**src/rtl/gb_lcd_consts.svh**
```systemverilog
// --------------------------------------------------
// lcd frame geometry and register map
// vram window, panel command bytes
// gray levels for the rgb565 panel stream
// --------------------------------------------------
`ifndef GB_LCD_CONSTS_SVH
`define GB_LCD_CONSTS_SVH

// frame geometry, one dot per clock
`define LCD_DOTS_PER_LINE 456
`define LCD_LINES 154
`define LCD_VISIBLE_LINES 144
`define LCD_WIDTH 160
`define LCD_OAM_DOTS 80 // mode 2 length

// cpu visible registers
`define LCD_ADDR_LCDC 16'hFF40
`define LCD_ADDR_STAT 16'hFF41
`define LCD_ADDR_SCY 16'hFF42
`define LCD_ADDR_SCX 16'hFF43
`define LCD_ADDR_LY 16'hFF44
`define LCD_ADDR_LYC 16'hFF45
`define LCD_ADDR_BGP 16'hFF47

`define LCD_VRAM_BASE 16'h8000
`define LCD_VRAM_LAST 16'h9FFF

// memory write start / continue
`define PANEL_CMD_FIRST 8'h2C
`define PANEL_CMD_NEXT 8'h3C

// shade 0 is white
`define GRAY5_0 5'd31
`define GRAY5_1 5'd21
`define GRAY5_2 5'd10
`define GRAY5_3 5'd0
`define GRAY6_0 6'd63
`define GRAY6_1 6'd42
`define GRAY6_2 6'd21
`define GRAY6_3 6'd0

`endif

```
**src/rtl/gb_lcd_pkg.sv**
```systemverilog
// --------------------------------------------------
// shared lcd types
// stat mode encoding, shade and panel pixel
// --------------------------------------------------
`default_nettype none

package gb_lcd_pkg;

	// values match the stat mode field
	typedef enum logic [1:0] {
		hblank = 2'd0,
		vblank = 2'd1,
		oam_search = 2'd2,
		transfer = 2'd3
	} lcd_mode_t;

	// gray level after bgp mapping
	typedef logic [1:0] shade_t;

	// r5 g6 b5
	typedef logic [15:0] rgb565_t;

endpackage

`default_nettype wire

```
**src/rtl/lcd_timing.sv**
```systemverilog
// --------------------------------------------------
// dot and line counters, mode sequencing
// line start and buffer swap strobes
// vblank and stat interrupt pulses
// --------------------------------------------------
`timescale 1ns/1ns
`default_nettype none
`include "gb_lcd_consts.svh"

module lcd_timing
	import gb_lcd_pkg::*;
(
	input wire logic cpu_clock,
	input wire logic rst,
	input wire logic lcdc_on,
	input wire logic [7:0] lyc,
	input wire logic [3:0] stat_en,
	input wire logic line_done,
	output lcd_mode_t mode,
	output logic [7:0] ly,
	output logic coincidence,
	output logic line_start,
	output logic buf_swap,
	output logic vblank_irq,
	output logic stat_irq
);

	localparam logic [8:0] last_dot = 9'(`LCD_DOTS_PER_LINE - 1);
	localparam logic [8:0] oam_end = 9'(`LCD_OAM_DOTS);
	localparam logic [7:0] last_line = 8'(`LCD_LINES - 1);
	localparam logic [7:0] first_vblank = 8'(`LCD_VISIBLE_LINES);

	logic running; // low for the first cycle after power on
	logic [8:0] dot;
	logic [8:0] dot_next;
	logic [7:0] ly_next;
	lcd_mode_t mode_next;
	logic lyc_hit;

	assign coincidence = (ly == lyc);

	always_comb begin
		dot_next = dot;
		ly_next = ly;
		mode_next = mode;
		if (!running) begin
			mode_next = oam_search; // line 0 starts here
		end else if (dot == last_dot) begin
			dot_next = '0;
			ly_next = (ly == last_line) ? 8'd0 : ly + 8'd1;
			mode_next = (ly_next >= first_vblank) ? vblank : oam_search;
		end else begin
			dot_next = dot + 9'd1;
			if (mode == oam_search && dot_next == oam_end)
				mode_next = transfer;
			else if (mode == transfer && line_done)
				mode_next = hblank; // mode 3 length set by the fetcher
		end
	end

	assign lyc_hit = (ly_next != ly) && (ly_next == lyc);

	always_ff @(posedge cpu_clock) begin
		if (rst || !lcdc_on) begin
			running <= 1'b0;
			dot <= '0;
			ly <= '0;
			mode <= hblank;
			line_start <= 1'b0;
			buf_swap <= 1'b0;
			vblank_irq <= 1'b0;
			stat_irq <= 1'b0;
		end else begin
			running <= 1'b1;
			dot <= dot_next;
			ly <= ly_next;
			mode <= mode_next;
			line_start <= (mode == oam_search) && (mode_next == transfer); // dot 80
			buf_swap <= line_done;
			vblank_irq <= (mode_next == vblank) && (mode != vblank);
			stat_irq <= |(stat_en & {lyc_hit,
				(mode_next == oam_search) && (mode != oam_search),
				(mode_next == vblank) && (mode != vblank),
				(mode_next == hblank) && (mode != hblank)});
		end
	end

endmodule

`default_nettype wire

```
**config.mk**
```make
export PLATFORM = sky130hd
export DESIGN_NAME = lcd_timing
export DESIGN_NICKNAME = d
export VERILOG_FILES = /design/src/rtl/gb_lcd_pkg.sv /design/src/rtl/lcd_timing.sv
export VERILOG_INCLUDE_DIRS = /design/src /design/src/rtl
export SDC_FILE = /design/constraint.sdc
export NUM_CORES = 1
export LEC_CHECK = 0
export BUFFER_PORTS_ARGS = -buffer_cell sky130_fd_sc_hd__clkbuf_2
export CAP_MARGIN = 10
export CORE_ASPECT_RATIO = 1.2
export CORE_MARGIN = 2
export CORE_UTILIZATION = 30
export CTS_CLUSTER_SIZE = 30
export DETAILED_ROUTE_END_ITERATION = 6
export GPL_TIMING_DRIVEN = 0
export PLACE_DENSITY = 0.54
export SYNTH_ARGS = -nofsm -noshare
export SYNTH_HDL_FRONTEND = slang
export SYNTH_SLANG_ARGS = --single-unit
export TNS_END_PERCENT = 50
```
**constraint.sdc**
```tcl
create_clock -name cpu_clock -period 2.4 [get_ports cpu_clock]
set_clock_uncertainty 0.1 [all_clocks]
set_input_delay 0.12 -clock cpu_clock [delete_from_list [all_inputs] [get_ports cpu_clock]]
set_output_delay 0.12 -clock cpu_clock [all_outputs]
set_load 0.03 [all_outputs]
```
* After elaboration in Yosys (flattened, before gate mapping) *
Index checks and enable logic that the tools add are counted.

operators by class
  add/subtract/negate cells = 2
  $lt $le $gt $ge = 1
  eq/ne operators = 13
  muxes and demuxes = 10
  bitwise logic cells = 1
  reduce and logical (&&, ||, !) cells = 12

operators with widths
  kind                   count
  $mux W8                3
  $eq A8 B8 Y1           2
  $mux W2                5
  $add A9 B1 Y9 const B  1
  $eq A9 B7 Y1 const B   1
  $eq A9 B9 Y1 const B   1
  $mux W9                1
  $add A8 B1 Y8 const B  1
  $eq A2 B2 Y1 const B   4
  $eq A8 B8 Y1 const B   1
  $ge A8 B8 Y1 const B   1
  $ne A8 B8 Y1           1
  $logic_and A1 B1 Y1    7
  $and A4 B4 Y4          1
  $reduce_or A4 Y1       1
  $eq A2 B1 Y1 const B   1
  $logic_not A2 Y1       1
  $ne A2 B1 Y1 const B   1
  $ne A2 B2 Y1 const B   1
  $reduce_bool A2 Y1     1
  $logic_not A1 Y1       1
  $logic_or A1 B1 Y1     1
  $mux W1                1

word-level totals
  register bits after elaboration = 24
  bits of input ports = 16
  output and inout port bits = 15
  word-level logic and storage cells = 47

* Depth between registers and ports, before layout *
Gate-level depths: netlist of the first run.

  word-level depth = 10
  depth in mapped cells = 10

* Least setup slack after synthesis of the first run *
No wires, ideal clock.

  kind = reg-to-reg
  from = reg ly[0]
  to = reg stat_irq
  arrival time = 2227 ps
  path slack = 4 ps
  stages on the path, launching flop included = 9
  path buffers = 0
  clock period less this slack = 2396 ps
  path through = dfxtp_1 -> ha_1 -> and3_1 -> a21oi_1 -> o31a_1 -> a21oi_4 -> o21bai_1 -> a211o_1 -> o21ai_1

between the ends
  cells in the longest elaborated chain, start to end = 10
  elaborated cells on any way between the ends = 20

RTL lines
  item                                           RTL line                                              text
  start: declaration                             lcd_timing.sv:20                                      output logic [7:0] ly,
  start signal: assignment                       lcd_timing.sv:76                                      ly <= ly_next;
  $add A8 B1 Y8 or $eq A8 B8 Y1 (tied branches)  lcd_timing.sv:50                                      ly_next = (ly == last_line) ? 8'd0 : ly + 8'd1;
  $mux W8                                        lcd_timing.sv:50
  $ge A8 B8 Y1                                   lcd_timing.sv:51                                      mode_next = (ly_next >= first_vblank) ? vblank : oam_search;
  $mux W2                                        lcd_timing.sv:51
  $mux W2                                        lcd_timing.sv:48                                      end else if (dot == last_dot) begin
  $mux W2                                        lcd_timing.sv:46                                      if (!running) begin
  $eq A2 B1 Y1, or another cell as far along     lcd_timing.sv:83                                      (mode_next == vblank) && (mode != vblank),
  $logic_and A1 B1 Y1 (on tied branches)         lcd_timing.sv:83, lcd_timing.sv:82, lcd_timing.sv:84
  $and A4 B4 Y4 *                                lcd_timing.sv:81                                      stat_irq <= |(stat_en & {lyc_hit,
  $reduce_or A4 Y1 *                             lcd_timing.sv:81
  end signal: assignment                         lcd_timing.sv:81
  end: declaration                               lcd_timing.sv:25                                      output logic stat_irq

Every way passes the cells marked *; elsewhere a longest branch is shown, timed or not.
A chain may end at the register's enable or synchronous reset.

* Worst setup path after layout of the first run *
  from = reg dot[0]
  to = reg stat_irq

between the ends
  cells in the longest elaborated chain, start to end = 10
  elaborated cells on any way between the ends = 20

RTL lines
  item                                        RTL line                                              text
  start: declaration                          lcd_timing.sv:34                                      logic [8:0] dot;
  start signal: assignment                    lcd_timing.sv:75                                      dot <= dot_next;
  $add A9 B1 Y9                               lcd_timing.sv:53                                      dot_next = dot + 9'd1;
  $eq A9 B7 Y1                                lcd_timing.sv:54                                      if (mode == oam_search && dot_next == oam_end)
  $logic_and A1 B1 Y1                         lcd_timing.sv:54
  $mux W2                                     lcd_timing.sv:54
  $mux W2                                     lcd_timing.sv:48
  $mux W2                                     lcd_timing.sv:46
  $eq A2 B1 Y1, or another cell as far along  lcd_timing.sv:83
  $logic_and A1 B1 Y1 (on tied branches)      lcd_timing.sv:83, lcd_timing.sv:82, lcd_timing.sv:84
  $and A4 B4 Y4 *                             lcd_timing.sv:81
  $reduce_or A4 Y1 *                          lcd_timing.sv:81

Marked as above.

==> impl_metrics.py, run 1 <==
metrics = {
    "critical_path": {
        "end_kind": "flop",
        "cp.required_ns": 2.46,
        "crit_fanout": 8,
        "regToRegStartpoint": "dot[0]",
        "worstSetupStartpoint": "dot[0]",
        "crit_type": "flop to flop",
        "start_kind": "flop",
        "crit_arrival_ns": 2.34,
        "r2r_slack_ns": 0.12,
    },
    "power": {
        "p_int_mw": 0.545,
        "p_sw_mw": 0.177,
        "ir_drop_uv": 148,
        "leakagePower_nw": 0.763,
        "swShare_pct": 24.5,
        "totalPowerFinal_mw": 0.722,
        "p_comb_share_pct": 10.8,
        "pwr-share-seq_pct": 55.7,
        "power_density_nw_per_um2": 338,
        "p_clk_share_pct": 33.6,
    },
    "placement": {
        "io_buffers": 30,
        "postPlaceCellArea_um2": 1950,
        "place.gp.congestion": 0.801,
        "hpwl_um": 3250,
    },
    "floorplan": {
        "start_util_pct": 30.7,
        "core_area_um2": 5590,
        "chipHeight_um": 86.8,
        "rows": 30,
        "die_x_um": 73.0,
        "die_area_um2": 6340,
        "ios": 31,
    },
    "grt": {
        "grt_pass1_wl_um": 6910,
        "globalRouteMet2Util_pct": 23.8,
        "grt_busiest_layer": "met2",
        "grt_util_all_layers_pct": 13.8,
        "grt_remaining_overflow": 0,
        "grt_max_degree": 13,
        "antenna_found_initial": 0,
        "use_met3_pct": 1.98,
        "grt_util_met1_pct": 17.6,
        "grt_pass1_vias": 1469,
    },
    "timing": {
        "setup_viol": 0,
        "fmax_mhz": 438,
        "layout_min_cycle_time_ns": 2.28,
        "max-slew-margin-rel_pct": 66.1,
        "final_hold_viol_count": 0,
        "slew_viol_final": 0,
        "tightest_slew_ns": 0.508,
        "timing.final.crit_share_pct": 95.1,
        "holdWs_ns": 0.0284,
    },
    "yosys": {
        "async_reset_ff_share_pct": 0,
        "synth_top_family_by_area": "simple AND/OR/NAND/NOR gates",
        "syn-num-nets": 221,
        "seq_area_frac_synth_pct": 28.0,
        "synthMuxAreaShare_pct": 2.99,
        "synth_compound_area_share_pct": 15.2,
        "yosys.area_share.simple_pct": 32.7,
        "synthAdderAreaFrac_pct": 2.92,
        "avgSynthCellArea_um2": 8.53,
        "synth_xor_xnor_area_share_pct": 11.6,
        "synth_seq_cells": 24,
        "synthFlopType": "dfxtp_1",
        "syn_inst": 201,
        "synth_warnings": 0,
        "syn-cell-area_um2": 1720,
        "synth-edff-count": 0,
        "yosysUniqueCellTypes": 56,
    },
    "hold_path": {
        "min_path_type": "input pin to flop",
        "min-delay-start": "stat_en[2]",
    },
    "final_layout": {
        "final_layout_size_suffix_gt1_share_pct": 31.4,
        "nets": 261,
        "fin_area_um2": 2130,
        "diodes": 0,
        "final_cell_mix": "30 x clkbuf_2, 20 x dfxtp_1, 18 x nor2_1",
        "area_growth_pct": 24.3,
        "layout_commonest_cell": "clkbuf_2",
    },
    "run": {
        "maxCapViolations": 0,
    },
    "cts": {
        "insertion_delay_ns": 0.27,
        "cts_tree": "yes",
        "cts_made_buffers": 3,
        "cts_root_buf": "clkbuf_8",
        "h-tree-depth": 1,
        "clk_pin_slew_worst_paths_ns": 0.08,
        "cts_buffer_depth": 2,
        "clkSinkCount": 24,
    },
    "drt": {
        "drc": 0,
        "dr.first_iter.drc_count": 52,
        "antenna_left": 0,
        "wirelength_um": 4300,
        "via_count": 1579,
        "wire_per_inst_um": 14.2,
        "vias_per_cell": 5.21,
        "firstDrtPassIters": 4,
    },
    "status": {
        "status": "finished clean",
    },
}
[power groups by stage]
stage	Combinational (mW)	Clock [mW]	Sequential, mW
6_report	0.0776	0.242	0.402
5_1_grt	0.0853	0.267	0.402
4_1_cts	0.0749	0.251	0.405
3_5_place_dp	0.0729	0	0.415
3_3_place_gp	0.0725	0	0.415
2_1_floorplan	0.0401	0	0.418
[layer usage]
metal	share of wire, %	routed length, um
met1	48	2060
met2	48	2070
met3	3.0	127
met4	1.2	51
met5	0	0
[final timing paths]
| check | cells past startpoint | to |
|---|---|---|
| setup / recovery | 10 | stat_irq |
| hold / removal | 3 | stat_irq |
| setup reg to reg | 10 | stat_irq |
| hold reg to reg | 2 | dot[7] |
[worst max-delay path, stage by stage (launching register included)]
cell and delay, ns:
dfxtp_4 0.39, ha_4 0.17, and4_1 0.20, buf_4 0.14
and4b_1 0.18, buf_4 0.16, nand4_1 0.15, xor3_1 0.21
and2_1 0.18, a32oi_2 0.20, o21ai_1 0.08
[cells by family after synthesis]
family          count (synthesis)
compound gates                 38
xor+xnor                       21
fa+ha+maj                       4
buf+inv                        19
flops                          24
mux                             5
simple gates                   90
[repair_timing]
action / 4_1_cts / 5_1_grt
endpoints found under the hold margin: 1 / 1
buffers inserted: 1 / 2
gates resized for setup: 12 / 13
pin swaps: 3 / 4
hold buffers: 1 / 1
endpoints found under the setup margin: 2 / 2
[synth_stat cells, types with 3 or more instances]
cell	n	share of area, %
and2_1	3	1.1
dfxtp_1	24	28
a21oi_1	13	3.8
nand3_1	7	2.0
buf_2	6	1.8
ha_1	4	2.9
xor2_1	9	4.6
mux2i_1	4	2.3
nand2_1	15	3.3
nor3_1	6	1.8
nand4b_1	3	1.5
xnor2_1	11	5.6
and3_1	4	1.5
nand4_1	8	2.9
o21ai_0	5	1.5
nor2_1	18	3.9
buf_6	3	2.0
inv_1	5	1.1
a31oi_1	3	1.1
buf_4	3	1.3
or3_1	3	1.1
[metrics by stage]
stage	cells	util, %	worst slack (ns)	setup TNS (ns)
3_3_place_gp	295	34.8	-0.224	-0.265
2_1_floorplan	201	-	0.00436	0
3_5_place_dp	295	34.8	-0.247	-0.323
4_1_cts	300	36.6	0.0213	0
6_report	303	38.1	0.118	0
5_1_grt	303	38.1	-0.00350	-0.00460
[area by class of cell]
class | instances | area (um^2)
plain buffers | 14 | 98.8
clock buffers | 3 | 41.3
fillers | 581 | 3460
inverters | 5 | 18.8
multi-input cells | 158 | 1200
flip-flops and latches | 24 | 495
well taps | 64 | 80.1
repair buffers | 35 | 193
[registers in the layout, indices dropped and copies added (netlist names)]
register / count
line_start: 1
buf_swap: 1
dot: 9
stat_irq: 1
ly: 8
mode: 2
vblank_irq: 1
running: 1
(Power assumes the default switching activity.)
==> inputs of run 2 (changes only) <==
--- a/config.mk
+++ b/config.mk
@@ -10,11 +10,12 @@
 export CAP_MARGIN = 10
 export CORE_ASPECT_RATIO = 1.2
 export CORE_MARGIN = 2
-export CORE_UTILIZATION = 30
+export CORE_UTILIZATION = 50
 export CTS_CLUSTER_SIZE = 30
 export DETAILED_ROUTE_END_ITERATION = 6
 export GPL_TIMING_DRIVEN = 0
-export PLACE_DENSITY = 0.54
+export PLACE_DENSITY = 0.8
+export SETUP_SLACK_MARGIN = 0.3
 export SYNTH_ARGS = -nofsm -noshare
 export SYNTH_HDL_FRONTEND = slang
 export SYNTH_SLANG_ARGS = --single-unit
==> run 2 against run 1 <==
Sequential power barely moved. Total power rose by 0.77%. Final cell count fell by 3.0%. Combinational power rose by 5.4%. Die area fell by 38%. Critical path type unchanged. Largest cell class unchanged. Clock power barely moved. Fmax rose by 1.9%. Critical endpoint unchanged. Count of clock-buffer cells in the layout did not move. Largest power group unchanged. Critical path depth did not move.
==> impl_metrics.py, run 2 (same netlist as run 1, synthesis figures left out) <==
metrics = {
    "drt": {
        "vias_per_cell": 5.87,
        "wl_met1_um": 1870,
        "wl_met3_um": 163,
        "firstDrtPassIters": 4,
        "wirelength_um": 4540,
        "antenna_left": 0,
        "via_count": 1725,
        "highest-signal-layer": "met4",
        "drc": 0,
        "wire_per_inst_um": 15.4,
        "dr.first_iter.drc_count": 83,
        "wl_met2_um": 2430,
    },
    "grt": {
        "grt_pass1_wl_um": 7290,
        "grt_pass1_vias": 1650,
        "antenna_found_initial": 0,
        "grt_max_degree": 14,
        "grt_remaining_overflow": 0,
        "grt_util_all_layers_pct": 23.7,
    },
    "critical_path": {
        "crit_type": "flop to flop",
        "r2r_slack_ns": 0.16,
        "cp.required_ns": 2.46,
        "regToRegStartpoint": "dot[0]",
        "worstSetupStartpoint": "dot[0]",
        "worst_r2r_path_depth": 10,
        "crit_arrival_ns": 2.30,
        "crit_end": "stat_irq",
        "worst_r2r_endpoint": "stat_irq",
        "end_kind": "flop",
        "start_kind": "flop",
        "crit_fanout": 4,
    },
    "final_layout": {
        "fillers": 258,
        "top_register": "dot",
        "nets": 278,
        "area_growth_pct": 32.2,
        "final_cell_mix": "30 x clkbuf_2, 19 x buf_4, 18 x nor2_1",
        "largest_reg_flops": 9,
        "layout_commonest_cell": "clkbuf_2",
        "final_layout_size_suffix_gt1_share_pct": 38.5,
        "fin_area_um2": 2270,
        "post-route-util_pct": 68.5,
        "reg_top3": "dot: 9 flops, ly: 8 flops, mode: 2 flops",
        "final_cells": 294,
        "diodes": 0,
    },
    "floorplan": {
        "rows": 23,
        "die_area_um2": 3920,
        "start_util_pct": 51.8,
        "chipHeight_um": 68.2,
        "core_area_um2": 3310,
        "die_x_um": 57.5,
        "ios": 31,
    },
    "placement": {
        "postPlaceCellArea_um2": 1930,
        "hpwl_um": 2920,
        "dp.cells": 268,
        "io_buffers": 30,
        "place.gp.congestion": 0.854,
    },
    "status": {
        "status": "finished clean",
    },
    "cts": {
        "clk_pin_slew_worst_paths_ns": 0.08,
        "h-tree-depth": 1,
        "clkSinkCount": 24,
        "insertion_delay_ns": 0.27,
        "cts_root_buf": "clkbuf_8",
        "cts_made_buffers": 3,
        "cts_buffer_depth": 2,
        "cts_tree": "yes",
    },
    "timing": {
        "slew_viol_final": 0,
        "setup_viol": 0,
        "grt_setup_unrepaired": "true",
        "fmax_mhz": 447,
        "final_hold_viol_count": 0,
        "timing.final.crit_share_pct": 93.3,
        "tns_ns": 0,
        "max-slew-margin-rel_pct": 65.5,
        "layout_min_cycle_time_ns": 2.24,
        "tightest_slew_ns": 0.518,
    },
    "power": {
        "p_comb_share_pct": 11.2,
        "p_int_mw": 0.549,
        "pwr-share-seq_pct": 55.2,
        "swShare_pct": 24.5,
        "p_clk_share_pct": 33.6,
        "power_density_nw_per_um2": 321,
        "leakagePower_nw": 0.855,
        "ir_drop_uv": 397,
        "totalPowerFinal_mw": 0.727,
        "p_sw_mw": 0.178,
    },
    "run": {
        "maxCapViolations": 0,
    },
    "hold_path": {
        "whs_path_depth": 3,
        "min_path_type": "input pin to flop",
    },
}
[run 2: layer usage]
layer	track usage, %	vias to the layer above
li1	-	845
met4	8.14	0
met1	27.0	805
met3	3.21	12
met5	0	-
met2	44.9	63
[run 2: per-stage QoR]
step | setup WS [ns] | hold slack (ns)
CTS | 0.128 | 0.0491
finish | 0.161 | 0.0507
detailed placement | -0.0927 | 0.264
floorplan | 0.227 | 0.142
global route | 0.0252 | 0.101
global placement | -0.0555 | 0.264
[run 2: final cells by class]
type | count | area [um^2] | share of cell area, %
buffer | 14 | 113 | 4.97
inverter | 5 | 18.8 | 0.828
timing repair buffer | 52 | 335 | 14.8
sequential | 24 | 500 | 22.1
multi-input combinational | 158 | 1210 | 53.3
clock inverter | 1 | 3.75 | 0.166
clock buffer | 3 | 41.3 | 1.82
tap | 37 | 46.3 | 2.04
[run 2: critical path, cell delays in order (launching register included)]
cell	delay, ns
dfxtp_4	0.37
ha_4	0.13
and4_4	0.20
buf_6	0.09
buf_4	0.11
buf_4	0.11
nand3_1	0.20
and3_4	0.28
nor3_4	0.23
mux2i_1	0.24
o21ai_1	0.08
[run 2: repair_timing]
item / in CTS / in global routing
hold buffers: 2 / 0
buffers inserted: 17 / 3
pin swaps: 9 / 3
gates resized for setup: 18 / 13
endpoints found under the setup margin: 4 / 5
hold endpoints to repair: 2 / 0
[run 2: how the worst min path moves through the flow]
stage,start,endpoint,slack (ns)
6_report,stat_en[2],stat_irq,0.05
5_1_grt,stat_en[0],stat_irq,0.10
4_1_cts,stat_en[2],stat_irq,0.05
3_5_place_dp,line_done,buf_swap,0.26
3_3_place_gp,line_done,buf_swap,0.26
2_1_floorplan,line_done,buf_swap,0.14
[run 2: power groups by stage]
stage / clock (mW) / combinational [mW] / sequential, mW
after global placement: 0 / 0.0699 / 0.412
after CTS: 0.245 / 0.0779 / 0.401
after detailed placement: 0 / 0.0719 / 0.412
after global routing: 0.265 / 0.0883 / 0.402
final: 0.244 / 0.0818 / 0.401
after floorplan: 0 / 0.0401 / 0.416
==> inputs of run 3 (changes only) <==
==> constraint.sdc (replaced) <==
create_clock -name cpu_clock -period 2.4 [get_ports cpu_clock]
set_clock_uncertainty 0.1 [all_clocks]
set_input_delay 0.12 -clock cpu_clock [delete_from_list [all_inputs] [get_ports cpu_clock]]
set_output_delay 0.12 -clock cpu_clock [all_outputs]
set_load 0.02 [all_outputs]
==> run 3 against run 2 <==
Total power grew 5.7%. Critical path depth is the same. Largest power group unchanged. Count of clock-buffer cells in the layout grew 1.
==> impl_metrics.py, run 3 (same netlist as run 1, synthesis figures left out) <==
metrics = {
    "cts": {
        "cts_root_buf": "clkbuf_8",
        "h-tree-depth": 1,
        "clkSinkCount": 24,
        "clk_pin_slew_worst_paths_ns": 0.09,
        "cts_buffer_depth": 2,
        "cts_made_buffers": 3,
        "insertion_delay_ns": 0.27,
        "cts_tree": "yes",
    },
    "final_layout": {
        "top_register": "dot",
        "area_growth_pct": 35.5,
        "diodes": 0,
        "fillers": 257,
        "final_cells": 295,
        "largest_reg_flops": 9,
        "final_cell_mix": "30 x clkbuf_2, 23 x buf_4, 18 x nor2_1",
        "final_layout_size_suffix_gt1_share_pct": 39.9,
        "nets": 279,
        "reg_top3": "dot: 9 flops, ly: 8 flops, mode: 2 flops",
        "post-route-util_pct": 70.2,
        "layout_commonest_cell": "clkbuf_2",
    },
    "critical_path": {
        "worst_r2r_path_depth": 10,
        "crit_type": "flop to flop",
        "end_kind": "flop",
        "cp_slowest_cell": "dfxtp_4",
        "start_kind": "flop",
        "crit_fanout": 5,
        "cpPeakStageDelay_ns": 0.38,
        "cp.required_ns": 2.46,
        "worst_r2r_endpoint": "stat_irq",
        "r2r_slack_ns": 0.14,
        "crit_arrival_ns": 2.32,
        "path_cells": "inv_2 > ha_2 > and4b_2 > and2_4 > nor4_4 > buf_4 > a21oi_4 > nor3_4 > mux2i_1 > o21ai_1",
        "regToRegStartpoint": "ly[1]",
    },
    "timing": {
        "tightest_slew_ns": 0.493,
        "grt_setup_unrepaired": "true",
        "slew_viol_final": 0,
        "max-slew-margin-rel_pct": 67.1,
        "final_hold_viol_count": 0,
        "fmax_mhz": 442,
        "worst_slack_ns": 0.140,
        "setup_viol": 0,
        "timing.final.crit_share_pct": 94.2,
        "layout_min_cycle_time_ns": 2.26,
    },
    "drt": {
        "firstDrtPassIters": 4,
        "dr.first_iter.drc_count": 89,
        "wirelength_um": 4660,
        "vias_per_cell": 6.00,
        "wire_per_inst_um": 15.8,
        "drc": 0,
        "via_count": 1769,
        "antenna_left": 0,
    },
    "floorplan": {
        "ios": 31,
        "die_x_um": 57.5,
        "rows": 23,
        "die_area_um2": 3920,
        "core_area_um2": 3310,
        "chipHeight_um": 68.2,
        "start_util_pct": 51.8,
    },
    "power": {
        "power_density_nw_per_um2": 331,
        "leakagePower_nw": 0.877,
        "ir_drop_uv": 408,
        "totalPowerFinal_mw": 0.769,
    },
    "grt": {
        "grt_pass1_wl_um": 7380,
        "grt_util_all_layers_pct": 24.5,
        "grt_max_degree": 14,
        "grt_remaining_overflow": 0,
        "antenna_found_initial": 0,
        "grt_pass1_vias": 1686,
    },
    "placement": {
        "place.gp.congestion": 0.873,
        "dp.cells": 268,
        "io_buffers": 30,
        "hpwl_um": 2950,
        "pre_cts_ws_ns": -0.0570,
    },
    "hold_path": {
        "min-delay-start": "stat_en[2]",
        "whs_path_depth": 3,
        "min_to": "stat_irq",
        "min_path_type": "input pin to flop",
    },
    "status": {
        "status": "finished clean",
    },
    "run": {
        "maxCapViolations": 0,
    },
}
-- run 3: cell count changes in the layout (fill, tap and decap cells not counted), sizes merged --
cell / change
clkinv: -1
clkbuf: +1
buf: +1
-- run 3: power breakdown --
group          switching (mW)  total (mW)  internal (mW)
registers             0.00336       0.401          0.398
clock network           0.139       0.286          0.147
logic                  0.0442      0.0822         0.0379
-- run 3: how the worst max path moves through the flow --
stage / start / to / slack, ns / cells after the start
global route: dot[1] / stat_irq / 0.05 / 10
finish: ly[1] / stat_irq / 0.14 / 10
global placement: dot[0] / stat_irq / -0.06 / 10
detailed placement: dot[0] / stat_irq / -0.06 / 10
floorplan: ly[1] / stat_irq / 0.22 / 9
CTS: ly[1] / stat_irq / 0.22 / 10
-- run 3: cell type report --
class / instances / area [um^2] / area share [%]
Buffer: 14 / 111 / 4.79
Clock buffer: 4 / 55.1 / 2.37
Inverter: 5 / 18.8 / 0.807
Multi-Input combinational cell: 158 / 1250 / 54.0
Sequential cell: 24 / 499 / 21.5
Tap cell: 37 / 46.3 / 1.99
Timing Repair Buffer: 53 / 339 / 14.6
-- run 3: what timing repair did --
action                                  4_1_cts  5_1_grt
pin swaps                                     9        7
hold buffers                                  2        0
hold endpoints to repair                      2        0
buffers inserted                             17        4
endpoints found under the setup margin        4        5
resized for setup                            27       10
-- run 3: metal layers --
| metal | global-route usage (%) | routed length [um] |
|---|---|---|
| met2 | 46.2 | 2440 |
| met5 | 0 | 0 |
| met4 | 14.0 | 191 |
| met3 | 2.84 | 183 |
| met1 | 26.2 | 1850 |
-- run 3: worst max-delay path, delay by kind of cell, from the launching register on --
kind / cells / cell delay, ns
buffers and inverters: 2 / 0.22
flip-flops: 1 / 0.38
adder cells (fa/ha/maj): 1 / 0.15
AO/OA/AOI/OAI: 2 / 0.17
multiplexers: 1 / 0.23
AND/OR/NAND/NOR: 4 / 0.91
-- run 3: through the flow --
step / setup TNS, ns / instance area [um^2] / hold slack [ns]
floorplan: 0 / 1740 / 0.142
global placement: -0.0576 / 1940 / 0.263
detailed placement: -0.0570 / 1940 / 0.267
CTS: 0 / 2250 / 0.0484
global route: 0 / 2320 / 0.0739
finish: 0 / 2320 / 0.0462
